==> config.mk <==
export PLATFORM = sky130hd
export DESIGN_NAME = maxflow_cfg_regs
export DESIGN_NICKNAME = d
export VERILOG_FILES = /design/src/source/maxflow_pkg.sv /design/src/source/maxflow_cfg_regs.sv
export VERILOG_INCLUDE_DIRS = /design/src
export SDC_FILE = /design/constraint.sdc
export NUM_CORES = 1
export LEC_CHECK = 0
export ABC_AREA = 1
export CAP_MARGIN = 30
export CORE_ASPECT_RATIO = 1.75
export CORE_MARGIN = 2
export CORE_UTILIZATION = 62
export DETAILED_ROUTE_END_ITERATION = 8
export DONT_BUFFER_PORTS = 1
export GPL_ROUTABILITY_DRIVEN = 0
export PLACE_DENSITY_LB_ADDON = 0.08
export SLEW_MARGIN = 20
export SYNTH_ARGS = -nofsm -noshare
export SYNTH_HDL_FRONTEND = slang
export SYNTH_SLANG_ARGS = --single-unit
==> constraint.sdc <==
create_clock -name clk -period 1.2 [get_ports clk]
set_input_delay 0.06 -clock clk [delete_from_list [all_inputs] [get_ports clk]]
set_output_delay 0.06 -clock clk [all_outputs]
set_load 0.05 [all_outputs]
==> src/maxflow_defines.svh <==
`ifndef MAXFLOW_DEFINES_SVH
`define MAXFLOW_DEFINES_SVH

// widths
`define MF_VID_W           24
`define MF_DEG_W           4
`define MF_MAX_DEG         10
`define MF_ADDR_W          8
`define MF_REG_ADDR_W      8

// storage depths
`define MF_MEM_DEPTH       256
`define MF_IN_DEPTH        4
`define MF_LINK_DEPTH      2

// out credit counter width
`define MF_CREDIT_W        8

// register byte addresses
`define MF_REG_NUM_V       4
`define MF_REG_BASE_EDGE   16
`define MF_REG_BASE_VERTEX 20
`define MF_REG_SOURCE      28
`define MF_REG_SINK        36

`endif

==> src/source/maxflow_pkg.sv <==
`default_nettype none
`include "maxflow_defines.svh"

package maxflow_pkg;

   typedef logic [`MF_VID_W-1:0] vid_t;
   typedef logic signed [31:0] flow_t;
   typedef logic [31:0] height_t;
   typedef logic [31:0] ts_t;
   typedef logic [`MF_DEG_W-1:0] edge_idx_t;
   typedef logic [`MF_ADDR_W-1:0] mem_addr_t;

   typedef enum logic [1:0] {
      kind_discharge  = 2'd0,
      kind_get_height = 2'd1,
      kind_push       = 2'd2,
      kind_receive    = 2'd3
   } task_kind_e;

   // one graph memory word
   typedef struct packed {
      logic [31:0] eo_end;
      logic [31:0] eo_begin;
      flow_t [`MF_MAX_DEG-1:0] flow;
      height_t height;
      logic [7:0] counter;
      logic [23:0] min_height;
      flow_t excess;
   } vertex_rec_t;

   // low bits of an edge region word
   typedef struct packed {
      flow_t capacity;
      edge_idx_t rev_id;
      vid_t dest;
   } edge_rec_t;

   typedef struct packed {
      logic valid;
      task_kind_e kind;
      ts_t ts;
      vid_t locale;
      vid_t nbr;
      edge_idx_t rev_id;
      edge_idx_t fwd_id;
      flow_t amount;
      height_t nbr_height;
      logic reenq;
   } mf_task_t;

   typedef struct packed {
      logic valid;
      logic write;
      mem_addr_t addr;
      vertex_rec_t wdata;
   } mem_req_t;

   typedef struct packed {
      vid_t num_v;
      mem_addr_t base_vertex;
      mem_addr_t base_edge;
      vid_t source;
      vid_t sink;
   } cfg_t;

   typedef struct packed {
      logic valid;
      logic [`MF_REG_ADDR_W-1:0] addr;
      logic [31:0] wdata;
   } reg_wr_t;

endpackage

`default_nettype wire

==> src/source/maxflow_cfg_regs.sv <==
`timescale 1ns/1ps
`default_nettype none
`include "maxflow_defines.svh"

module maxflow_cfg_regs
   import maxflow_pkg::*;
(
   input  wire logic    clk,
   input  wire logic    rstn,
   input  wire reg_wr_t reg_wr,
   output cfg_t         cfg
);

   always_ff @(posedge clk) begin
      if (!rstn) begin
         cfg <= '0;
      end else if (reg_wr.valid) begin
         case (reg_wr.addr)
            `MF_REG_NUM_V: begin
               cfg.num_v <= reg_wr.wdata[`MF_VID_W-1:0];
            end
            // bases are word addresses into graph_mem
            `MF_REG_BASE_VERTEX: begin
               cfg.base_vertex <= reg_wr.wdata[`MF_ADDR_W-1:0];
            end
            `MF_REG_BASE_EDGE: begin
               cfg.base_edge <= reg_wr.wdata[`MF_ADDR_W-1:0];
            end
            `MF_REG_SOURCE: begin
               cfg.source <= reg_wr.wdata[`MF_VID_W-1:0];
            end
            `MF_REG_SINK: begin
               cfg.sink <= reg_wr.wdata[`MF_VID_W-1:0];
            end
            default: begin
            end
         endcase
      end
   end

endmodule

`default_nettype wire

Yosys cells after proc, flatten, opt, wreduce, memory -nomap -nowiden
Index checks and enable logic that the tools add are counted.
{"block": "totals", "ram_bits": 0, "mem_count": 0, "output_inout_bits": 88, "latch_bits": 0, "reg_bits": 88, "in_bits": 43, "romBits": 0}
{"block": "op_classes", "n_bitwise": 0, "muxes": 0, "n_eq_ne": 5, "n_div": 0, "addsub": 0, "reduce_logical": 5, "mul": 0, "n_lt_le_gt_ge": 0, "shift": 0}
{"cell": "$eq A8 B5 Y1 const B", "n": 3}
{"cell": "$reduce_and A2 Y1", "n": 5}
{"cell": "$eq A8 B3 Y1 const B", "n": 1}
{"cell": "$eq A8 B6 Y1 const B", "n": 1}

Logic depth before layout (Yosys ltp)
{"block": "logic_depth", "depth_word": 2, "ltp_mapped": 8, "ltp_nobuf": 6}

Least setup slack after synthesis
No wires, ideal clock.
{"block": "synth_path", "path_type": "input to register", "start": "input reg_wr[33] (netlist bit)", "end": "register cfg[3] (netlist bit)", "stages": 8, "path_buffers": 2, "path_slack_ns": 0.293, "arrival_ns": 0.793, "path_cell_list": "nor2_4 nand2_2 nor2_2 buf_6 buf_6 nand3_1 nand2_1 nor2_1"}
{"block": "synth_between", "elab_chain_cells": 2}
{"element": "from (decl)", "line_no": "maxflow_cfg_regs.sv:10", "source": "input wire reg_wr_t reg_wr,"}
{"element": "$eq A8 B6 Y1", "line_no": "maxflow_cfg_regs.sv:18", "source": "case (reg_wr.addr)"}
{"element": "$reduce_and A2 Y1 (no line)"}
{"element": "to (decl)", "line_no": "maxflow_cfg_regs.sv:11", "source": "output cfg_t cfg"}
Every way passes these cells.
A chain may end at the register's enable or synchronous reset.

Final worst setup path
{"block": "layout_path", "start": "input reg_wr[32] (netlist bit)", "end": "register cfg[29] (netlist bit)"}
{"block": "layout_between", "elab_chain_cells": 2}
{"element": "$eq A8 B5 Y1", "line_no": "maxflow_cfg_regs.sv:18"}
{"element": "$reduce_and A2 Y1 (no line)"}
Every way passes these cells.

==> reports/metrics.cfg <==
[clock_network]
clk_pin_slew_ns = 0.08
cts_sinks = 88
clk_latency_ns = 0.35
cts_made_buffers = 9
cts_tree = built
clock_path_buffers = 2
cts-root-buf = clkbuf_8
htree_levels = 3
hold_buffers = 32

[sta]
tightest_slew_ns = 0.282
holdWs_ns = -0.156
max_slew_margin = 0.812
setup_viol = 1
fin_skew_ns = 0
final.setup.worst_slack_ns = -0.0208
finalCritPeriodShare = 1.02
hold_viol = 56
slew_viol_final = 0
clock.fmax_mhz = 819
fin_crit_ns = 1.22

[global_route]
first_global_vias = 3621
antenna_found_initial = 0
grt_use_total = 0.316
grt_pass1_wl_um = 16800
gr-total-overflow = 0
grt_max_degree = 89

[die]
chipHeight_um = 107
die_w_um = 62.9
initial_core_util = 0.641
core.rowCount = 37
die-area_mm2 = 0.00674
ios = 131
core_mm2 = 0.00588

[synthesis]
synth_fa_ha_area_frac = 0
synthMuxAreaShare = 0
ys_types = 14
synth_area_per_cell_um2 = 7.06
netlist_instances = 534
synth_compound_area_frac = 0.0319
synthXorXnorAreaFrac = 0
synthSimpleGateAreaFrac = 0.404
yosysWarnings = 0
synth-seq-area-share = 0.467
netlist_area_mm2 = 0.00377
synth_fp_nets = 577
synth-seq-cells = 88
synth_top_family_by_area = simple AND/OR/NAND/NOR gates

[detailed_routing]
dr.pass1.iters = 5
viasPerCell = 5.46
drt_first_iter_violations = 437
ant_nets = 0
num_vias = 3974
wl_um = 11100
wl_per_cell_um = 15.3
drc = 0

[worst_setup_path]
endpoint = cfg[29]
critPathMaxFanout = 12
r2r_end = cfg[29]
crit_start = reg_wr[32]
rr_startpoint = cfg[29]
critPathArrivalTime_ns = 1.46
r2r_cells = 2
critPathRequiredTime_ns = 1.44
rrSetupSlack_ns = 0.49
start_kind = primary input
path_class = primary input to register
worstSetupEndpointType = register

[placed_design]
io_buffers = 0
place_ws_ns = 0.129
hpwl_um = 6710

[layout]
reg_top3 = cfg x88
multi_input_area_mm2 = 0.00166
largest_reg_flops = 88
area_growth_syn_to_layout_pct = 33.0
largest_register = cfg
num-fill-cells = 360
seqCellArea_mm2 = 0.00176
nets = 691
drive_above_1_share = 0.209
diodes = 0

[power]
power_density_mw_per_mm2 = 1050
power_mw = 5.28
leakagePower_nw = 2.29
ir_worst_vdd_v = 0.00107

[hold_path]
hold_class = primary input to register

[outcome]
status = finished with violations
violations = hold timing, setup timing

[flow_run]
maxCapViolCount = 0

per-layer routing:
metal | track usage | share of wire | wire, µm
met5 | 0 | 0 | 0
met4 | 0.213 | 0.047 | 525
met3 | 0.0672 | 0.083 | 922
met2 | 0.543 | 0.51 | 5710
met1 | 0.343 | 0.36 | 3970
repair_timing:
action / in CTS / in global routing
resized for setup: 0 / 5
setup endpoints to repair: 0 / 29
setup buffers: 0 / 3
hold endpoints to repair: 88 / 56
report_power, final:
group / switching (mW) / internal [mW]
sequential: 0.00388 / 2.92
combinational: 0.243 / 0.166
clock: 0.953 / 0.988
cell families (layout without fill, tap and decap cells):
logic type      after synthesis  in the layout
compound gates               24             24
flops                        88             88
buf+inv                      68            184
simple gates                354            354
layout make-up:
| class | count | share of cell area |
|---|---|---|
| tap | 78 | 0.0195 |
| timing repair buffer | 138 | 0.238 |
| sequential | 88 | 0.351 |
| multi-input combinational | 378 | 0.331 |
| clock inverter | 1 | 0.00599 |
| inverter | 33 | 0.0247 |
| clock buffer | 12 | 0.0289 |
stage by stage:
step	std cells	setup TNS (ns)	utilization	area, µm²	hold slack, ns
2_1_floorplan	534	0	-	3770	0.303
3_3_place_gp	678	0	0.753	4430	0.189
3_5_place_dp	678	0	0.753	4430	0.191
4_1_cts	723	0	0.837	4920	-0.182
5_1_grt	728	-0.0352	0.853	5010	-0.178
6_report	728	-0.0208	0.853	5010	-0.156
cells in the mapped netlist, drive strengths merged:
cell type / number / share of area
inv: 33 / 0.033
nand3: 94 / 0.13
buf: 35 / 0.064
dfxtp: 88 / 0.47
a21oi: 24 / 0.032
nor2: 165 / 0.18
nand2: 95 / 0.096
worst max-delay path, cell delays in order:
cell and delay, ns:
nor2_4 0.14, inv_2 0.06, nor2_4 0.21, clkbuf_16 0.21, nand3_1 0.08, nand2_1 0.08, dlygate4sd3_1 0.57, nor2_1 0.05
worst min-delay path by stage:
stage / startpoint / end / slack (ns) / depth (start not counted)
CTS: rstn / cfg[11] / -0.18 / 2
floorplan: reg_wr[10] / cfg[10] / 0.30 / 4
finish: rstn / cfg[16] / -0.16 / 2
global placement: rstn / cfg[31] / 0.19 / 2
global route: rstn / cfg[11] / -0.18 / 2
detailed placement: rstn / cfg[31] / 0.19 / 2
layout by cell type (no fill, tap or decap), drive strengths merged:
| cell | instances |
|---|---|
| nor2 | 165 |
| clkbuf | 14 |
| bufinv | 1 |
| nand2 | 95 |
| dlymetal6s4s | 1 |
| buf | 104 |
| dfxtp | 88 |
| inv | 33 |
| nand3 | 94 |
| a21oi | 24 |
| dlygate4sd3 | 31 |
Power figures use the tool's default switching activity.
