## config.mk

```make
export PLATFORM = sky130hd
export DESIGN_NAME = vertex_update_unit
export DESIGN_NICKNAME = d
export VERILOG_FILES = /design/src/source/maxflow_pkg.sv /design/src/source/vertex_update_unit.sv
export VERILOG_INCLUDE_DIRS = /design/src
export SDC_FILE = /design/constraint.sdc
export NUM_CORES = 2
export LEC_CHECK = 0
export BUFFER_PORTS_ARGS = -buffer_cell sky130_fd_sc_hd__clkbuf_2
export CAP_MARGIN = 20
export CORE_AREA = 2 2 538 540
export CTS_BUF_LIST = sky130_fd_sc_hd__clkbuf_4 sky130_fd_sc_hd__clkbuf_8
export CTS_CLUSTER_DIAMETER = 100
export DETAILED_ROUTE_END_ITERATION = 12
export DIE_AREA = 0 0 540 542
export PLACE_DENSITY = 0.56
export SLEW_MARGIN = 20
export SYNTH_ARGS = -nofsm -noshare
export SYNTH_HDL_FRONTEND = slang
export SYNTH_SLANG_ARGS = --single-unit
```

## constraint.sdc

```tcl
create_clock -name clk -period 16.5 [get_ports clk]
set_clock_uncertainty 0.15 [all_clocks]
set_input_delay 3.3 -clock clk [delete_from_list [all_inputs] [get_ports clk]]
set_output_delay 3.3 -clock clk [all_outputs]
set_load 0.01 [all_outputs]
```

## src/maxflow_defines.svh

```systemverilog
`ifndef MAXFLOW_DEFINES_SVH
`define MAXFLOW_DEFINES_SVH

// widths
`define MF_VID_W           24
`define MF_DEG_W           4
`define MF_MAX_DEG         10
`define MF_ADDR_W          8
`define MF_REG_ADDR_W      8

// storage depths
`define MF_MEM_DEPTH       256
`define MF_IN_DEPTH        4
`define MF_LINK_DEPTH      2

// out credit counter width
`define MF_CREDIT_W        8

// register byte addresses
`define MF_REG_NUM_V       4
`define MF_REG_BASE_EDGE   16
`define MF_REG_BASE_VERTEX 20
`define MF_REG_SOURCE      28
`define MF_REG_SINK        36

`endif

```

## src/source/maxflow_pkg.sv

```systemverilog
`default_nettype none
`include "maxflow_defines.svh"

package maxflow_pkg;

   typedef logic [`MF_VID_W-1:0] vid_t;
   typedef logic signed [31:0] flow_t;
   typedef logic [31:0] height_t;
   typedef logic [31:0] ts_t;
   typedef logic [`MF_DEG_W-1:0] edge_idx_t;
   typedef logic [`MF_ADDR_W-1:0] mem_addr_t;

   typedef enum logic [1:0] {
      kind_discharge  = 2'd0,
      kind_get_height = 2'd1,
      kind_push       = 2'd2,
      kind_receive    = 2'd3
   } task_kind_e;

   // one graph memory word
   typedef struct packed {
      logic [31:0] eo_end;
      logic [31:0] eo_begin;
      flow_t [`MF_MAX_DEG-1:0] flow;
      height_t height;
      logic [7:0] counter;
      logic [23:0] min_height;
      flow_t excess;
   } vertex_rec_t;

   // low bits of an edge region word
   typedef struct packed {
      flow_t capacity;
      edge_idx_t rev_id;
      vid_t dest;
   } edge_rec_t;

   typedef struct packed {
      logic valid;
      task_kind_e kind;
      ts_t ts;
      vid_t locale;
      vid_t nbr;
      edge_idx_t rev_id;
      edge_idx_t fwd_id;
      flow_t amount;
      height_t nbr_height;
      logic reenq;
   } mf_task_t;

   typedef struct packed {
      logic valid;
      logic write;
      mem_addr_t addr;
      vertex_rec_t wdata;
   } mem_req_t;

   typedef struct packed {
      vid_t num_v;
      mem_addr_t base_vertex;
      mem_addr_t base_edge;
      vid_t source;
      vid_t sink;
   } cfg_t;

   typedef struct packed {
      logic valid;
      logic [`MF_REG_ADDR_W-1:0] addr;
      logic [31:0] wdata;
   } reg_wr_t;

endpackage

`default_nettype wire

```

## src/source/vertex_update_unit.sv

```systemverilog
`timescale 1ns/1ps
`default_nettype none
`include "maxflow_defines.svh"

module vertex_update_unit
   import maxflow_pkg::*;
(
   input  wire logic        clk,
   input  wire logic        rstn,
   input  wire cfg_t        cfg,
   input  wire mf_task_t    in_task,
   output logic             in_credit,
   output mem_req_t         mem_req,
   input  wire logic        mem_gnt,
   input  wire vertex_rec_t mem_rdata,
   output mf_task_t         link_task,
   input  wire logic        link_credit
);

   localparam int QPTR_W = $clog2(`MF_IN_DEPTH);
   localparam int LCNT_W = $clog2(`MF_LINK_DEPTH + 1);

   typedef enum logic [1:0] {vu_idle, vu_read, vu_modify, vu_write} vu_state_e;

   vu_state_e state;
   mf_task_t queue [`MF_IN_DEPTH];
   logic [QPTR_W-1:0] wr_ptr;
   logic [QPTR_W-1:0] rd_ptr;
   logic [QPTR_W:0] q_count;
   logic q_pop;
   logic [LCNT_W-1:0] link_cnt;
   logic link_send;

   mf_task_t cur;
   mf_task_t fwd;
   mf_task_t fwd_q;
   vertex_rec_t new_rec;
   vertex_rec_t wr_rec;
   logic do_write;
   logic do_fwd;
   logic need_write;
   logic need_fwd;
   flow_t flow_f;
   flow_t resid;
   flow_t amt;
   logic reenq;

   assign q_pop = (state == vu_idle) && (q_count != '0);
   assign link_send = (state == vu_write) && need_fwd && (link_cnt != '0);

   always_ff @(posedge clk) begin
      if (in_task.valid) begin
         queue[wr_ptr] <= in_task;
      end
      if (q_pop) begin
         cur <= queue[rd_ptr];
      end
      if (state == vu_modify) begin
         wr_rec <= new_rec;
         fwd_q <= fwd;
      end
   end

   // one credit back to the host per consumed entry
   always_ff @(posedge clk) begin
      if (!rstn) begin
         wr_ptr <= '0;
         rd_ptr <= '0;
         q_count <= '0;
         in_credit <= 1'b0;
         link_cnt <= LCNT_W'(`MF_LINK_DEPTH);
      end else begin
         if (in_task.valid) begin
            wr_ptr <= wr_ptr + 1'b1;
         end
         if (q_pop) begin
            rd_ptr <= rd_ptr + 1'b1;
         end
         q_count <= q_count + {{QPTR_W{1'b0}}, in_task.valid} - {{QPTR_W{1'b0}}, q_pop};
         in_credit <= q_pop;
         link_cnt <= link_cnt + {{(LCNT_W-1){1'b0}}, link_credit}
                     - {{(LCNT_W-1){1'b0}}, link_send};
      end
   end

   always_ff @(posedge clk) begin
      if (!rstn) begin
         state <= vu_idle;
         need_write <= 1'b0;
         need_fwd <= 1'b0;
      end else begin
         case (state)
            vu_idle: begin
               if (q_pop) begin
                  state <= vu_read;
               end
            end
            vu_read: begin
               if (mem_gnt) begin
                  state <= vu_modify;
               end
            end
            vu_modify: begin
               need_write <= do_write;
               need_fwd <= do_fwd;
               state <= vu_write;
            end
            vu_write: begin
               if (mem_gnt) begin
                  need_write <= 1'b0;
               end
               if (link_send) begin
                  need_fwd <= 1'b0;
               end
               if ((!need_write || mem_gnt) && (!need_fwd || link_send)) begin
                  state <= vu_idle;
               end
            end
            default: begin
               state <= vu_idle;
            end
         endcase
      end
   end

   always_comb begin
      mem_req.valid = (state == vu_read) || ((state == vu_write) && need_write);
      mem_req.write = (state == vu_write);
      mem_req.addr = cfg.base_vertex + mem_addr_t'(cur.locale);
      mem_req.wdata = wr_rec;
      link_task = fwd_q;
      link_task.valid = link_send;
   end

   // record update from the read data in vu_modify
   always_comb begin
      new_rec = mem_rdata;
      fwd = cur;
      do_write = 1'b0;
      do_fwd = 1'b0;
      flow_f = mem_rdata.flow[cur.fwd_id];
      resid = cur.amount - flow_f;
      amt = '0;
      reenq = 1'b0;
      case (cur.kind)
         kind_discharge: begin
            new_rec.counter = 8'(mem_rdata.eo_end - mem_rdata.eo_begin);
            new_rec.min_height = {cfg.num_v[22:0], 1'b0};
            // edge range rides in amount and nbr_height
            fwd.amount = flow_t'(mem_rdata.eo_begin);
            fwd.nbr_height = mem_rdata.eo_end;
            do_write = 1'b1;
            do_fwd = 1'b1;
         end
         kind_get_height: begin
            fwd.nbr_height = mem_rdata.height;
            do_fwd = 1'b1;
         end
         kind_push: begin
            if ((mem_rdata.height == cur.nbr_height + 1'b1) || (cur.locale == cfg.source)) begin
               amt = (mem_rdata.excess > resid) ? resid : mem_rdata.excess;
            end
            if (amt > 0) begin
               new_rec.flow[cur.fwd_id] = flow_f + amt;
               new_rec.excess = mem_rdata.excess - amt;
            end
            new_rec.counter = mem_rdata.counter - 1'b1;
            // candidate for relabel
            if ((resid > amt) && (cur.nbr_height < height_t'(mem_rdata.min_height))) begin
               new_rec.min_height = cur.nbr_height[23:0];
            end
            reenq = (new_rec.counter == '0) && (new_rec.excess > 0);
            if (reenq) begin
               new_rec.height = height_t'(new_rec.min_height) + 1'b1;
            end
            fwd.amount = amt;
            fwd.reenq = reenq;
            do_write = 1'b1;
            do_fwd = (amt > 0) || reenq;
         end
         default: begin
            new_rec.excess = mem_rdata.excess + cur.amount;
            new_rec.flow[cur.rev_id] = flow_t'(mem_rdata.flow[cur.rev_id]) - cur.amount;
            do_write = 1'b1;
            do_fwd = (mem_rdata.excess == 0) && (cur.locale != cfg.source)
                     && (cur.locale != cfg.sink);
         end
      endcase
   end

endmodule

`default_nettype wire

```

* Word-level counts from Yosys, hierarchy flattened *
Memories as Yosys holds them, arrays and structs flattened. A register that Yosys moved wholly into a read port is not among the register bits.
Index checks and enable logic that the tools add are counted.

cells by class
  equality and inequality tests = 14
  add/subtract/negate cells = 16
  magnitude comparators = 9
  multiplexer cells = 38
  reductions and logical operators = 29

operator list
  kind                                                         number
  bitwise mux 320 bit                                          2
  case mux 320 bit (2 select lines)                            1
  two-way mux 32 bit                                           11
  two-way mux 320 bit                                          1
  binary-select mux 32 bit (select 4 bit)                      2
  demux 32 bit (select 4 bit)                                  2
  case mux 32 bit (2 select lines)                             4
  subtractor 32 bit                                            3
  adder 32 bit                                                 2
  > comparator 32 x 1 -> 1 bit (second input constant)         2
  > comparator 32 bit                                          2
  two-way mux 24 bit                                           2
  inequality test 24 bit                                       2
  adder 32 x 1 -> 32 bit (second input constant)               1
  == test 32 bit                                               1
  zero test 32 bit                                             1
  less-than comparator 32 x 24 -> 1 bit                        1
  adder 24 x 1 -> 25 bit (second input constant)               1
  == test 24 bit                                               1
  logical AND 1 bit                                            11
  less-than comparator 4 x 5 -> 1 bit (second input constant)  2
  adder 8 bit                                                  1
  >= comparator 4 x 1 -> 1 bit (second input constant)         2
  zero test 8 bit                                              1
  23 further kinds                                             47

word-level totals
  word-level logic and storage cells = 140
  register bits after elaboration = 649
  input bits = 728
  output and inout bits = 647
  memories = 1
  memory bits (writable) = 624

memories
  name   words  width  rd ports  clocked after Yosys merged registers in  write ports  line                      source
  queue  4      156    1         1                                        1            vertex_update_unit.sv:26  mf_task_t queue [`MF_IN_DEPTH];

* Longest topological paths before layout *
  depth in word-level cells = 15
  gate-level depth with buffers = 53
  gate-level depth less buffers = 48

* Worst setup path before layout *
OpenSTA, ideal clock, no wires.

  kind = register to register
  start = reg state[0]
  end = reg need_fwd
  setup slack = -0.724 ns
  cell stages (with the launch flop) = 6
  arrival = 17.011 ns
  setup time = 0.063 ns
  data required time = 16.287 ns
  period minus slack after synthesis = 17.224 ns
  path buffers = 0
  cell sequence = dfxtp_1 inv_1 ha_1 and4_1 o211ai_1 nand2_1

on the way
  cells in the longest elaborated chain, start to end = 5
  elaborated cells on any way between the ends = 8
  classes of those cells = eq/ne (3); mux (1); reduce/logical (4)

ends and longest elaborated chain
  item                                      line                                                source
  start, declared                           vertex_update_unit.sv:25                            vu_state_e state;
  start signal, assigned                    vertex_update_unit.sv:88                            state <= vu_idle;
  start signal, assigned                    vertex_update_unit.sv:95                            state <= vu_read;
  start signal, assigned                    vertex_update_unit.sv:100                           state <= vu_modify;
  == test 2 bit                             vertex_update_unit.sv:49, vertex_update_unit.sv:92
  logical AND 1 bit (2 in a row)            vertex_update_unit.sv:49                            assign link_send = (state == vu_write) && need_fwd && (link_cnt != '0);
  inequality test 2 x 1 -> 1 bit (no line)  --
  AND reduction 2 bit (no line)             --
  end signal, assigned                      vertex_update_unit.sv:105                           need_fwd <= do_fwd;
  end, declared                             vertex_update_unit.sv:42                            logic need_fwd;

Several ways; a longest one is shown, not always the timed one.
A chain may end at the register's enable or synchronous reset.

==> out/qor.log <==
qor: global_route.number_of_antenna_violations_at_the_first_check_in_global_routing 184
qor: setup_path.setup.reg_to_reg.worst_slack 2.86 ns
qor: clocking.clk-insertion-delay-late 1.02 ns
qor: sta.setup_total_negative_slack 0 ns
qor: placed_design.placed_area 86600 um2
qor: clocking.cts_htree_levels 5
qor: floorplanning.placeableCoreArea 287000 um2
qor: pwr.p_per_area 206 nW/um2
qor: pwr.static-leakage-power 34.7 nW
qor: synth.synth-compound-area-share 0.130
qor: pwr.design_power 0.0190 W
qor: synth.synth_edf_count 1410
qor: synth.count_of_distinct_cell_types_in_the_synthesized_netlist 92
qor: route.routed_wirelength 401000 um
qor: setup_path.criticalPathCategory in2reg
qor: route.antenna_violating_nets_post_route 0
qor: synth.synth.yosys.seq_area_share 0.573
qor: setup_path.timing.critical_path.from_type input port
qor: flow_run.drv.max_cap_violation_count 0
qor: sta.achievable-frequency 67.8 MHz
qor: placed_design.placed_cells 10600
qor: placed_design.port-buffer-count 1365
qor: layout.design_area 92100 um2
qor: synth.syn_area_per_cell 13.3 um2
qor: clocking.clock_sinks 1424
qor: route.detail_route.wl_per_cell 35.9 um
qor: min_path.hp_class reg2reg
qor: setup_path.cp_slowest_cell mux2i_4
qor: pwr.max-vdd-ir-drop 0.000232 V
qor: route.routed-via-count 60700
qor: layout.num-fill-cells 28900
qor: min_path.worst_hold_path.num_cells 0
qor: floorplanning.io_pins 1375
qor: sta.timing.slew.headroom 0.150
qor: synth.synth.area.mux_share 0.110
qor: synth.synth-xor-area-share 0.0325
qor: setup_path.required 17.11 ns
qor: layout.multiInputGateArea 30200 um2
qor: clocking.cts_hold_buffers 0
qor: clocking.cts_repair_resize_count 0
qor: layout.leading_cell_types_in_the_layout_fill_and_taps_excluded 1410 x edfxtp_1, 1365 x clkbuf_2, 477 x nor2_1
qor: global_route.grt_remaining_overflow 0
qor: sta.measured_slew_at_the_worst_slew_check_pin 1.27 ns
qor: setup_path.cell_occurring_most_often_along_the_worst_timing_path ha_1
qor: synth.synthCells 5598
qor: sta.finalSetupViolCount 0
qor: synth.synth.yosys.warnings 0
qor: route.routed_via_density 5.44
qor: floorplanning.design.die.area 293000 um2
qor: floorplanning.die_y 542 um
qor: setup_path.depth_of_the_worst_register_to_register_path 48
qor: clocking.clock_tree.buffer_depth 4
qor: status.run_status finished clean
qor: floorplanning.floorplan.die.width 540 um
qor: synth.synth.ff_latch_count 1424
qor: synth.synth_top_family_by_area compound AO/OA/AOI/OAI gates
qor: global_route.global_route.usage.total 0.263
qor: global_route.grt_pass1_wl 525000 um
qor: setup_path.stage_delay_of_the_slowest_cell_on_the_critical_path 0.70 ns
qor: sta.hold_viol_final 0
qor: setup_path.path_max_fanout 14
qor: clocking.number_of_buffers_added_by_the_clock_tree_synthesis_step 267
qor: clocking.clk_pin_slew_worst_paths 0.06 ns
qor: layout.final_layout_size_suffix_gt1_frac 0.320
qor: synth.synthSimpleGateAreaFrac 0.0792
qor: route.drc 0
qor: synth.synthArstFlopShare 0
qor: synth.postSynthNetCount 6608
qor: clocking.tritoncts_clock_tree yes
qor: global_route.grt_pass1_vias 59300
qor: synth.netlist_area 74400 um2
qor: clocking.clk_root_buffer_cell clkbuf_8
qor: sta.final_min_period_over_clock_period 0.894
qor: floorplanning.initial_core_util 0.259
qor: placed_design.hpwl 307000 um
qor: floorplanning.number_of_rows_in_the_core_area 197
qor: sta.period_minus_slack 14.76 ns
qor: setup_path.arrival 15.36 ns
qor: setup_path.setup.worst_path.end_class flip-flop
qor: clocking.post-cts-setup-buffer-count 0
qor: layout.final_common_cell edfxtp_1
qor: route.detail_route.iter0.violations 7118
qor: synth.synthFlopType edfxtp_1
qor: placed_design.place_congestion 0.994
qor: synth.yosys.area_share.adder 0.0482
qor: route.detailedRoute.firstPassIterationCount 8
qor: layout.register_area 42600 um2
qor: sta.slew_violations 0
qor: layout.count_of_nets_after_finishing 8115
qor: global_route.grt_start_max_net_pins 161
qor: layout.area_growth 23.8%
qor: sta.rsz0062_at_grt false
qor: layout.finalNonFillerCells 11100
-- power by group --
part / leakage [nW] / switching (W) / internal [W] / total [W]
sequential: 13.1 / 0.000542 / 0.00486 / 0.00540
clock: 2.76 / 0.00163 / 0.00190 / 0.00353
combinational: 18.8 / 0.00677 / 0.00328 / 0.0101
total: 34.7 / 0.00895 / 0.0100 / 0.0190
-- cells in the mapped netlist (151+ instances only) --
library cell,n,area (um2)
edfxtp_1,1410,42300
nor2_1,487,1830
mux4_2,281,6330
o21ai_0,279,1400
nand2_1,277,1040
ha_1,274,3430
a21oi_1,269,1350
inv_1,234,878
a221o_1,229,2290
clkbuf_1,226,848
xnor2_1,171,1500
mux2i_1,151,1510
-- kinds of logic (layout without fill, tap and decap cells) --
family | after synthesis | after routing
flip-flops | 1424 | 1424
AO/OA/AOI/OAI | 1361 | 1361
AND/OR/NAND/NOR | 1260 | 1260
buffers and inverters | 532 | 2236
multiplexers | 463 | 463
adder cells (fa/ha/maj) | 282 | 282
XOR/XNOR | 276 | 276
other | 0 | 60
-- cell type report --
type	count	share of cell area
multi-input combinational	3642	0.327
tap	3781	0.0514
antenna	60	0.00163
timing repair buffer	1534	0.0895
sequential	1424	0.463
clock inverter	126	0.0113
inverter	236	0.00964
clock buffer	340	0.0462
-- layer usage --
layer | wire length, um | share of wire | GRT usage
met5 | 1020 | 0.0025 | 0
met2 | 189000 | 0.47 | 0.434
met1 | 142000 | 0.35 | 0.295
met4 | 26300 | 0.066 | 0.149
met3 | 42200 | 0.11 | 0.0916
-- worst max-delay path, delay by kind of cell --
| kind | cells | cell delay, ns |
|---|---|---|
| compound gates | 16 | 3.81 |
| simple gates | 13 | 3.40 |
| mux | 7 | 2.18 |
| fa+ha+maj | 5 | 1.61 |
| buf+inv | 7 | 0.99 |
-- registers in the layout, summed over array words and instances (netlist names), 2 cells and up --
| signal | flops |
|---|---|
| cur | 155 |
| link_cnt | 2 |
| link_task | 155 |
| mem_req | 480 |
| q_count | 3 |
| queue | 620 |
| rd_ptr | 2 |
| state | 2 |
| wr_ptr | 2 |
-- metrics by stage --
step / worst slack [ns] / util / hold WS [ns]
floorplan: 2.46 / - / 0.250
global placement: 0.738 / 0.302 / 0.251
detailed placement: 0.839 / 0.302 / 0.255
CTS: 1.91 / 0.320 / 0.213
global route: 1.09 / 0.321 / 0.240
finish: 1.74 / 0.321 / 0.229
-- final timing paths --
check	to	startpoint
max	mem_req[80]$_DFFE_PP_	mem_rdata[320]
min	link_task[90]$_DFFE_PP_	cur[90]$_DFFE_PP_
max reg2reg	mem_req[80]$_DFFE_PP_	cur[67]$_DFFE_PP_
min reg2reg	link_task[90]$_DFFE_PP_	cur[90]$_DFFE_PP_
(Power assumes the default switching activity.)
