**src/maxflow_defines.svh**
```systemverilog
`ifndef MAXFLOW_DEFINES_SVH
`define MAXFLOW_DEFINES_SVH

// widths
`define MF_VID_W           24
`define MF_DEG_W           4
`define MF_MAX_DEG         10
`define MF_ADDR_W          8
`define MF_REG_ADDR_W      8

// storage depths
`define MF_MEM_DEPTH       256
`define MF_IN_DEPTH        4
`define MF_LINK_DEPTH      2

// out credit counter width
`define MF_CREDIT_W        8

// register byte addresses
`define MF_REG_NUM_V       4
`define MF_REG_BASE_EDGE   16
`define MF_REG_BASE_VERTEX 20
`define MF_REG_SOURCE      28
`define MF_REG_SINK        36

`endif

```
**src/source/maxflow_pkg.sv**
```systemverilog
`default_nettype none
`include "maxflow_defines.svh"

package maxflow_pkg;

   typedef logic [`MF_VID_W-1:0] vid_t;
   typedef logic signed [31:0] flow_t;
   typedef logic [31:0] height_t;
   typedef logic [31:0] ts_t;
   typedef logic [`MF_DEG_W-1:0] edge_idx_t;
   typedef logic [`MF_ADDR_W-1:0] mem_addr_t;

   typedef enum logic [1:0] {
      kind_discharge  = 2'd0,
      kind_get_height = 2'd1,
      kind_push       = 2'd2,
      kind_receive    = 2'd3
   } task_kind_e;

   // one graph memory word
   typedef struct packed {
      logic [31:0] eo_end;
      logic [31:0] eo_begin;
      flow_t [`MF_MAX_DEG-1:0] flow;
      height_t height;
      logic [7:0] counter;
      logic [23:0] min_height;
      flow_t excess;
   } vertex_rec_t;

   // low bits of an edge region word
   typedef struct packed {
      flow_t capacity;
      edge_idx_t rev_id;
      vid_t dest;
   } edge_rec_t;

   typedef struct packed {
      logic valid;
      task_kind_e kind;
      ts_t ts;
      vid_t locale;
      vid_t nbr;
      edge_idx_t rev_id;
      edge_idx_t fwd_id;
      flow_t amount;
      height_t nbr_height;
      logic reenq;
   } mf_task_t;

   typedef struct packed {
      logic valid;
      logic write;
      mem_addr_t addr;
      vertex_rec_t wdata;
   } mem_req_t;

   typedef struct packed {
      vid_t num_v;
      mem_addr_t base_vertex;
      mem_addr_t base_edge;
      vid_t source;
      vid_t sink;
   } cfg_t;

   typedef struct packed {
      logic valid;
      logic [`MF_REG_ADDR_W-1:0] addr;
      logic [31:0] wdata;
   } reg_wr_t;

endpackage

`default_nettype wire

```
**src/source/graph_mem_arbiter.sv**
```systemverilog
`timescale 1ns/1ps
`default_nettype none
`include "maxflow_defines.svh"

module graph_mem_arbiter
   import maxflow_pkg::*;
(
   input  wire logic     clk,
   input  wire logic     rstn,
   input  wire mem_req_t host_req,
   input  wire mem_req_t vu_req,
   input  wire mem_req_t ee_req,
   output logic          host_gnt,
   output logic          vu_gnt,
   output logic          ee_gnt,
   output mem_req_t      mem_req
);

   mem_req_t reqs [3];
   logic [1:0] last_q;
   logic [1:0] cand;
   logic [1:0] sel;
   logic found;

   function automatic logic [1:0] next_port(input logic [1:0] p);
      return (p == 2'd2) ? 2'd0 : p + 2'd1;
   endfunction

   assign reqs[0] = host_req;
   assign reqs[1] = vu_req;
   assign reqs[2] = ee_req;

   // search starts one past the last winner
   always_comb begin
      found = 1'b0;
      sel = last_q;
      cand = next_port(last_q);
      for (int i = 0; i < 3; i++) begin
         if (!found && reqs[cand].valid) begin
            found = 1'b1;
            sel = cand;
         end
         cand = next_port(cand);
      end
   end

   always_comb begin
      host_gnt = found && (sel == 2'd0);
      vu_gnt = found && (sel == 2'd1);
      ee_gnt = found && (sel == 2'd2);
      mem_req = found ? reqs[sel] : '0;
   end

   always_ff @(posedge clk) begin
      if (!rstn) begin
         last_q <= 2'd2;
      end else if (found) begin
         last_q <= sel;
      end
   end

endmodule

`default_nettype wire

```
**config.mk**
```make
export PLATFORM = sky130hd
export DESIGN_NAME = graph_mem_arbiter
export DESIGN_NICKNAME = d
export VERILOG_FILES = /design/src/source/maxflow_pkg.sv /design/src/source/graph_mem_arbiter.sv
export VERILOG_INCLUDE_DIRS = /design/src
export SDC_FILE = /design/constraint.sdc
export NUM_CORES = 1
export LEC_CHECK = 0
export BUFFER_PORTS_ARGS = -buffer_cell sky130_fd_sc_hd__buf_2
export CAP_MARGIN = 40
export CORE_AREA = 8 8 752 754
export CTS_BUF_LIST = sky130_fd_sc_hd__clkbuf_8
export DETAILED_ROUTE_END_ITERATION = 7
export DIE_AREA = 0 0 760 762
export HOLD_SLACK_MARGIN = 0.02
export PLACE_DENSITY = 0.3
export SYNTH_ARGS = -nofsm -noshare
export SYNTH_HDL_FRONTEND = slang
export SYNTH_SLANG_ARGS = --single-unit
```
**constraint.sdc**
```tcl
create_clock -name clk -period 2.7 [get_ports clk]
set_input_delay 0.54 -clock clk [delete_from_list [all_inputs] [get_ports clk]]
set_output_delay 0.54 -clock clk [all_outputs]
set_load 0.02 [all_outputs]
```
After elaboration in Yosys (flattened, before gate mapping)
Cells that the tools add are included.

cells by class
  order comparisons = 4
  add/sub/neg operators = 3
  multiplexer cells = 22
  eq/ne operators = 5
  reductions and logical operators = 8
  bitwise gates (word level) = 4

operators with widths
  operator               number
  $mux W490              9
  $bmux W490 S2          4
  $ge A3 B3 Y1 const B   4
  $mux W2                6
  $not A2 Y3             4
  $eq A2 B2 Y1 const B   4
  $add A2 B1 Y2 const B  3
  $logic_and A1 B1 Y1    5
  $mux W1                3
  $eq A2 B1 Y1 const B   1
  $logic_not A1 Y1       2
  $logic_not A2 Y1       1

storage, ports and cells
  output and inout bits = 493
  register bits = 2

Longest topological paths before layout
Gate-level depths: netlist (run 1).

  depth after elaboration = 18
  gate-level depth with buffers = 7
  mapped depth without buffers = 4

Least setup slack after synthesis (run 1)
OpenSTA, ideal clock, no wires.

  kind = input-to-output
  from = in ee_req[489] (netlist name)
  to = out mem_req[101] (netlist name)
  arrival = 1,876 ps
  path slack = 284 ps
  data required time = 2,160 ps
  cell stages on the path = 7
  path buffers = 3
  cell sequence = nor2b_1 > a21o_1 > buf_4 > buf_2 > buf_2 > nand2_1 > a31oi_1

RTL lines
  what         line                     source
  from (decl)  graph_mem_arbiter.sv:12  input wire mem_req_t ee_req,
  to (decl)    graph_mem_arbiter.sv:16  output mem_req_t mem_req

==> results of run 1 <==
-- worst max path at each step --
stage	end
2_1_floorplan	mem_req[101]
3_3_place_gp	mem_req[438]
3_5_place_dp	mem_req[438]
4_1_cts	mem_req[158]
5_1_grt	mem_req[420]
6_report	mem_req[484]
-- stage by stage --
| step | area (um2) | hold WS, ps | cells | setup WS [ps] | power (mW) |
|---|---|---|---|---|---|
| after CTS | 39840 | 575.6 | 11120 | -458.9 | 14.52 |
| after detailed placement | 37130 | 806.3 | 11080 | -1565 | 13.50 |
| after global placement | 37040 | 819.7 | 11070 | -1742 | 13.54 |
| after global routing | 43860 | 579.6 | 11320 | -452.8 | 15.78 |
| final | 44090 | 569.0 | 11410 | -398.5 | 15.01 |
| after floorplan | 10420 | 601.9 | 1487 | 284.1 | 3.320 |
-- synthesized netlist by cell type, types with 3 or more instances --
cell and instances:
a31oi_1 147, buf_1 3, buf_2 77, buf_4 17, buf_6 22, clkbuf_1 74
mux2i_1 342, nand2_1 295, nor2b_1 3, o21ai_0 147, o2bb2ai_1 341
-- cells by family after synthesis --
kind of cell	after synthesis	synth area share [%]
compound gates	643	45.26
mux	342	32.85
simple gates	306	11.30
buf+inv	194	10.22
flops	2	0.3842
-- worst max-delay path: cells and delay by family --
| family | cells | cell delay, ps |
|---|---|---|
| AO/OA/AOI/OAI | 2 | 280 |
| multiplexers | 1 | 340 |
| buffers and inverters | 7 | 1070 |
| AND/OR/NAND/NOR | 1 | 180 |
-- what timing repair did --
action	CTS	global route
setup endpoints to repair	491	489
pin swaps	12	52
gates cloned	8	32
gates resized for setup	370	511
setup buffers	32	66
hold endpoints to repair	0	0
-- cell type report --
type / count / area share, %
sequential: 2 / 0.09932
tap: 7314 / 20.76
multi-input combinational: 1291 / 29.18
clock buffer: 3 / 0.09365
antenna: 213 / 1.209
timing repair buffer: 2590 / 48.66
-- where the power goes --
part           switching [mW]  internal, mW
registers             0.00436        0.0322
clock network          0.0233        0.0942
logic                    8.62          6.24
-- per-layer routing --
layer	part of all wire, %	vias up	track usage (%)
li1	-	10920	-
met1	36	12550	16.44
met2	50	2441	28.30
met3	11	1054	7.515
met4	3.4	278	3.292
met5	0.37	-	0
==> key figures, run 1 <==
Clock network
  • Root Driver: clkbuf_8
  • Worst-case clock buffer depth: 2
  • Worst skew pair latency: approximately 220 ps
  • H-tree level count: 1
  • Sink Count: 2
  • # hold bufs at CTS: 0
  • TritonCTS clock tree: yes
  • Num CTS Buffers: 3
  • CTS clk-pin slew, worst paths: 30 ps

Layout
  • Top Registers: last_q: 2 flops
  • Most common cell after layout, fill and taps aside: buf_2
  • Fin util: 7.958%
  • Sequential Area: between 40 and 50 um2
  • Area grow syn2layout: 323.0%
  • Nets: approximately 5.4k
  • Largest register FFs: 2
  • Commonest non-fill, non-tap cells in the layout: buf_2, buf_4, buf_12
  • Share of layout cells above drive strength 1: 76.09%
  • Reg with most FFs: last_q
  • Fillers: about 65k
  • Multi-input gate area: between 0.01 and 0.015 mm2

Setup path
  • R2R Path End: last_q[0]
  • Worst r2r src: last_q[1]
  • R2r setup slk: 1030 ps
  • Worst path cell trace: buf_12 > nor2b_4 > a21o_4 > buf_16 > buf_16 > buf_12 > buf_16 > mux2i_4 > buf_6 > o2bb2ai_4 > buf_12
  • Crit path launch type: input port
  • Crit path from: ee_req[489]
  • CP Class: in2out
  • Crit. End Element: primary output
  • WP data required: about 2200 ps
  • Arr. time, crit path: 2560 ps
  • Slowest cell on crit path: mux2i_4
  • Critical path peak fanout: 8
  • R2R cell count: 7
  • Slowest stage delay, CP: 340 ps

STA
  • Slew @ Worst Pin: 686.5 ps
  • Final period utilization: 114.8%
  • Achievable clock frequency: 322.7 MHz
  • Sum of negative setup slack: -111010 ps
  • Clock skew: roughly 2.6 ps
  • Max-slew violations: 0
  • RSZ-0062 raised after global routing: true
  • Final min period: 3098 ps
  • Slew HR: 53.75%
  • Setup violations, final: 484
  • Final worst slack: -398.5 ps
  • Final hold violations: 0

Global route
  • GRT Overall Usage: 15.67%
  • Largest net degree at the start of global routing: 46
  • Vias in the first global route: between 20k and 30k
  • Initial antenna violation count: 633
  • Grt total ovfl: 0
  • First-pass GRT wire length: 536700 um

Hold path
  • Hold path depth: 2
  • Hold WC Path Type: in2reg
  • Hold_sp: rstn
  • Hold path endpoint: last_q[1]

Synthesis
  • Async SR Flop Fraction: 0%
  • Syn nets: 2959
  • FF+latch count, synth: 2
  • Synth warn: 0
  • Dominant synthesized flop cell: dfxtp_1
  • Seq/Total Area, Yosys: less than 1%
  • EDFF count, synth: 0
  • Syn Area/Cell: 7.009 um2
  • Synth area leaders: mux2i_1, o2bb2ai_1, nand2_1, a31oi_1, o21ai_0
  • Synth cell types: 25
  • Yosys top cell area share: 32.85%
  • Mapped cell area: 0.01042 mm2
  • Synth area leader: mux2i_1
  • Cells after synthesis: 1487

Placement
  • DP HPWL: 455500 um
  • Placer Congestion: 0.9475
  • Port bufs: 1964

Run status
  • Status: complete, but fails checks
  • Failing checks: setup timing

Routing
  • Routed wire per std cell: between 40 and 50 um
  • DRT iter0 DRCs: 1859
  • Total number of vias: 27.24k
  • Via density per instance: 2.387
  • Routed wire length: ~480000 um
  • Number of routed nets with antenna violations: 0
  • Drt first pass iters: 5
  • Drt drc: 0

Floorplanning
  • Core area: 0.5540 mm2
  • Chip Width: 760 um
  • Starting Density: 1.881%
  • Placement row count: 274
  • I/O Pins: around 2k
  • DIE AREA: between 0.5 and 0.6 mm2
  • Die height: 762 um

Power
  • Peak supply drop: roughly 0.15 mV
  • Power Density: 340.4 mW/mm2
  • Leak: between 15 and 20 nW

Flow run
  • Max-Cap Viols: 0
(Power assumes the default switching activity.)
==> inputs of run 2 (changes only) <==
--- a/config.mk
+++ b/config.mk
@@ -6,13 +6,14 @@
 export SDC_FILE = /design/constraint.sdc
 export NUM_CORES = 1
 export LEC_CHECK = 0
+export ABC_AREA = 1
 export BUFFER_PORTS_ARGS = -buffer_cell sky130_fd_sc_hd__buf_2
 export CAP_MARGIN = 40
-export CORE_AREA = 8 8 752 754
+export CORE_AREA = 8 8 756 758
 export CTS_BUF_LIST = sky130_fd_sc_hd__clkbuf_8
 export DETAILED_ROUTE_END_ITERATION = 7
-export DIE_AREA = 0 0 760 762
-export HOLD_SLACK_MARGIN = 0.02
+export DIE_AREA = 0 0 764 766
+export HOLD_SLACK_MARGIN = 0.15
 export PLACE_DENSITY = 0.3
 export SYNTH_ARGS = -nofsm -noshare
 export SYNTH_HDL_FRONTEND = slang
==> run 2 against run 1 <==
The flow still finishes with violations (setup timing); total power grew to 8.7 times the previous value; first-iteration DRC count grew 64%; critical path depth up 8; flip-flop and latch count stayed put; synthesized cell count increased by 120%; worst hold slack better by 130 ps; critical path type unchanged; critical endpoint is now mem_req[44]; highest routed layer unchanged.
==> key figures, run 2 <==
Setup path
  • Crit. End Element: primary output
  • Slowest stage delay, CP: 220 ps (-120 ps)
  • Setup crit end: mem_req[44]
  • Critical path peak fanout: 7 (-1)
  • WP data required: 2160 ps (about the same)
  • Slowest cell on crit path: buf_4
  • R2R Path End: last_q[0]
  • Worst r2r src: last_q[1]
  • Arr. time, crit path: 2880 ps (+320 ps)
  • Crit path from: vu_req[489]
  • Worst path cell trace: buf_16 > buf_4 > nor2_4 > nor2_4 > nand3_4 > inv_4 > nand2_4 > nand2_8 > buf_12 > buf_6 > buf_12 > buf_12 > buf_6 > nand3_1 > buf_4 > nand2_1 > nand2_1 > nand2_1 > buf_2
  • R2r setup slk: 230 ps (-800 ps)
  • R2R cell count: 14 (+7)
  • Crit path launch type: input port
  • CP Class: in2out

Synthesis
  • Post-synthesis adder-cell area fraction: 0% (unchanged)
  • Largest family of logic cells by synthesized area: simple AND/OR/NAND/NOR gates
  • Post-synthesis mux area share: 0% (-33 points)
  • FF+latch count, synth: 2 (unchanged)
  • Syn nets: 4781 (+62%)
  • Synth area leader: nand2_1
  • Seq/Total Area, Yosys: 0.2849% (-0.099 points)
  • Dominant synthesized flop cell: dfxtp_1
  • Syn Area/Cell: 4.247 um2 (-39%)
  • Synth warn: 0 (unchanged)
  • Yosys top cell area share: 52.96% (+20 points)
  • Simple-gate share of the synthesized area: 88.08% (+77 points)
  • Async SR Flop Fraction: 0% (unchanged)
  • EDFF count, synth: 0 (unchanged)
  • Area fraction in compound gates after synthesis: 0% (-45 points)
  • Mapped cell area: 0.01405 mm2 (+35%)
  • Cells after synthesis: 3309 (+120%)
  • Synth area leaders: nand2_1, nand3_1, buf_2, nand4_1, clkbuf_1
  • Count leader, synth: nand2_1
  • Post-Synth XOR/XNOR Area: 0% (unchanged)
  • Synth cell count leaders: nand2_1, nand3_1, buf_2
  • Synth cell types: 16 (-36%)

Placement
  • DP HPWL: 432700 um (-5.0%)
  • DP Cell Count: 12.90k (+16%)
  • Port bufs: 1964 (unchanged)
  • Placer Congestion: 0.9902 (+4.5%)

Layout
  • Nets: 7222 (+35%)
  • Reg with most FFs: last_q
  • Largest register FFs: 2 (unchanged)
  • Area grow syn2layout: 281.9%
  • Commonest non-fill, non-tap cells in the layout: buf_2, nand2_1, nand3_1
  • Fillers: 65.88k (+0.88%)
  • Share of layout cells above drive strength 1: 62.86% (-13 points)
  • Top Registers: last_q: 2 flops
  • Most common cell after layout, fill and taps aside: buf_2
  • Final non-filler cell total: 13.44k (+18%)

Floorplanning
  • Placement row count: 275 (+0.36%)
  • Starting Density: 2.513% (+0.63 points)
  • Die height: 766 um (+0.52%)
  • DIE AREA: 0.5852 mm2 (+1.1%)
  • Chip Width: 764 um (+0.53%)
  • I/O Pins: 1965 (unchanged)
  • Core area: 0.5591 mm2 (+0.92%)

STA
  • RSZ-0062 raised after global routing: true
  • Slew @ Worst Pin: 518.6 ps (-167.9 ps)
  • Setup violations, final: 493 (+1.9%)
  • Final hold violations: 0 (unchanged)
  • Final worst slack: -721.0 ps (-322.5 ps)
  • Achievable clock frequency: 292.3 MHz (-9.4%)
  • Max-slew violations: 0 (unchanged)
  • Clock skew: 1.285 ps (-1.360 ps)
  • Final period utilization: 126.7% (+12 points)
  • Final min period: 3421 ps (+322.5 ps)
  • WHS: 698.8 ps (+129.8 ps)
  • Slew HR: 65.42% (+12 points)

Flow run
  • Max-Cap Viols: 0 (unchanged)

Global route
  • GRT Overall Usage: 15.75% (+0.086 points)
  • Largest net degree at the start of global routing: 48 (+4.3%)
  • Grt total ovfl: 0 (unchanged)
  • Initial antenna violation count: 484 (-24%)
  • GR Util met1: 18.58% (+2.1 points)
  • First-pass GRT wire length: 567400 um (+5.7%)
  • GR peak layer: met2
  • Grt met2 use: 24.20% (-4.1 points)
  • Vias in the first global route: 36.76k (+42%)
  • Met3 global-route usage: 8.598% (+1.1 points)

Routing
  • Routed wire length: 490200 um (+1.3%)
  • Drt drc: 0 (unchanged)
  • Routed wire per std cell: 36.48 um (-14%)
  • DRT iter0 DRCs: 3044 (+64%)
  • Drt first pass iters: 6 (+1)
  • Total number of vias: 37.33k (+37%)
  • Via density per instance: 2.778 (+16%)
  • Number of routed nets with antenna violations: 0 (unchanged)

Clock network
  • Worst-case clock buffer depth: 2 (unchanged)
  • Worst skew pair latency: 210 ps (about the same)
  • # hold bufs at CTS: 0 (unchanged)
  • CTS clk-pin slew, worst paths: 30 ps (about the same)
  • Root Driver: clkbuf_8
  • Sink Count: 2 (unchanged)
  • H-tree level count: 1 (unchanged)
  • Num CTS Buffers: 3 (unchanged)
  • TritonCTS clock tree: yes

Hold path
  • Hold_sp: rstn
  • Hold WC Path Type: in2reg

Run status
  • Status: complete, but fails checks
  • Failing checks: setup timing

Power
  • Peak supply drop: 1.015 mV (+570%)
  • Power Density: 2435 mW/mm2 (+620%)
  • Leak: 25.05 nW (+47%)
[run 2: worst min-delay path by stage]
stage                           end  depth (start not counted)
after floorplan           last_q[1]                          1
after global placement    last_q[0]                          3
after detailed placement  last_q[0]                          3
after CTS                 last_q[0]                          3
after global routing      last_q[0]                          3
final                     last_q[0]                          3
[run 2: power breakdown]
group / switching [mW] / leakage, nW / internal, mW / total, mW
sequential: 0.0319 / 0.0174 / 0.0534 / 0.0853
clock: 0.0212 / 0.0229 / 0.0940 / 0.115
combinational: 76.8 / 25.0 / 53.7 / 130
[run 2: layer usage]
metal / wire length, um / vias up
met2: 206000 / 2675
met1: 196100 / 17630
met3: 63620 / 968
met5: 1588 / -
li1: - / 15820
met4: 22830 / 234
[run 2: cell families after synthesis]
family                 Yosys count
flip-flops                       2
buffers and inverters          366
AND/OR/NAND/NOR               2941
[run 2: stage by stage]
step | util (%) | area, um2 | power, mW | TNS, ps | setup WS, ps
floorplan | - | 14050 | 29.94 | 0 | 93.20
global placement | 7.313 | 40890 | 100.4 | -666730 | -2927
detailed placement | 7.374 | 41230 | 100.6 | -601290 | -2321
CTS | 8.871 | 49600 | 126.9 | -318830 | -844.0
global route | 9.544 | 53360 | 137.8 | -342190 | -865.9
finish | 9.598 | 53670 | 130.7 | -278070 | -721.0
[run 2: cell type report]
| class | instances | area [um2] | share of cell area [%] |
|---|---|---|---|
| clock buffer | 3 | 41.29 | 0.07694 |
| sequential | 2 | 47.55 | 0.08859 |
| multi-input combinational | 2941 | 17520 | 32.64 |
| antenna | 209 | 523.0 | 0.9745 |
| timing repair buffer | 2753 | 25930 | 48.32 |
| inverter | 49 | 247.7 | 0.4616 |
| tap | 7479 | 9358 | 17.44 |
[run 2: what timing repair did]
item,in CTS,in global routing
resized for setup,1207,790
setup endpoints to repair,495,493
cloned,64,24
pin swaps,170,187
buffers inserted,200,128
[run 2: worst max-delay path: cells and delay by family]
kind	cells	cell delay, ps
buffers and inverters	10	1440
AND/OR/NAND/NOR	9	840
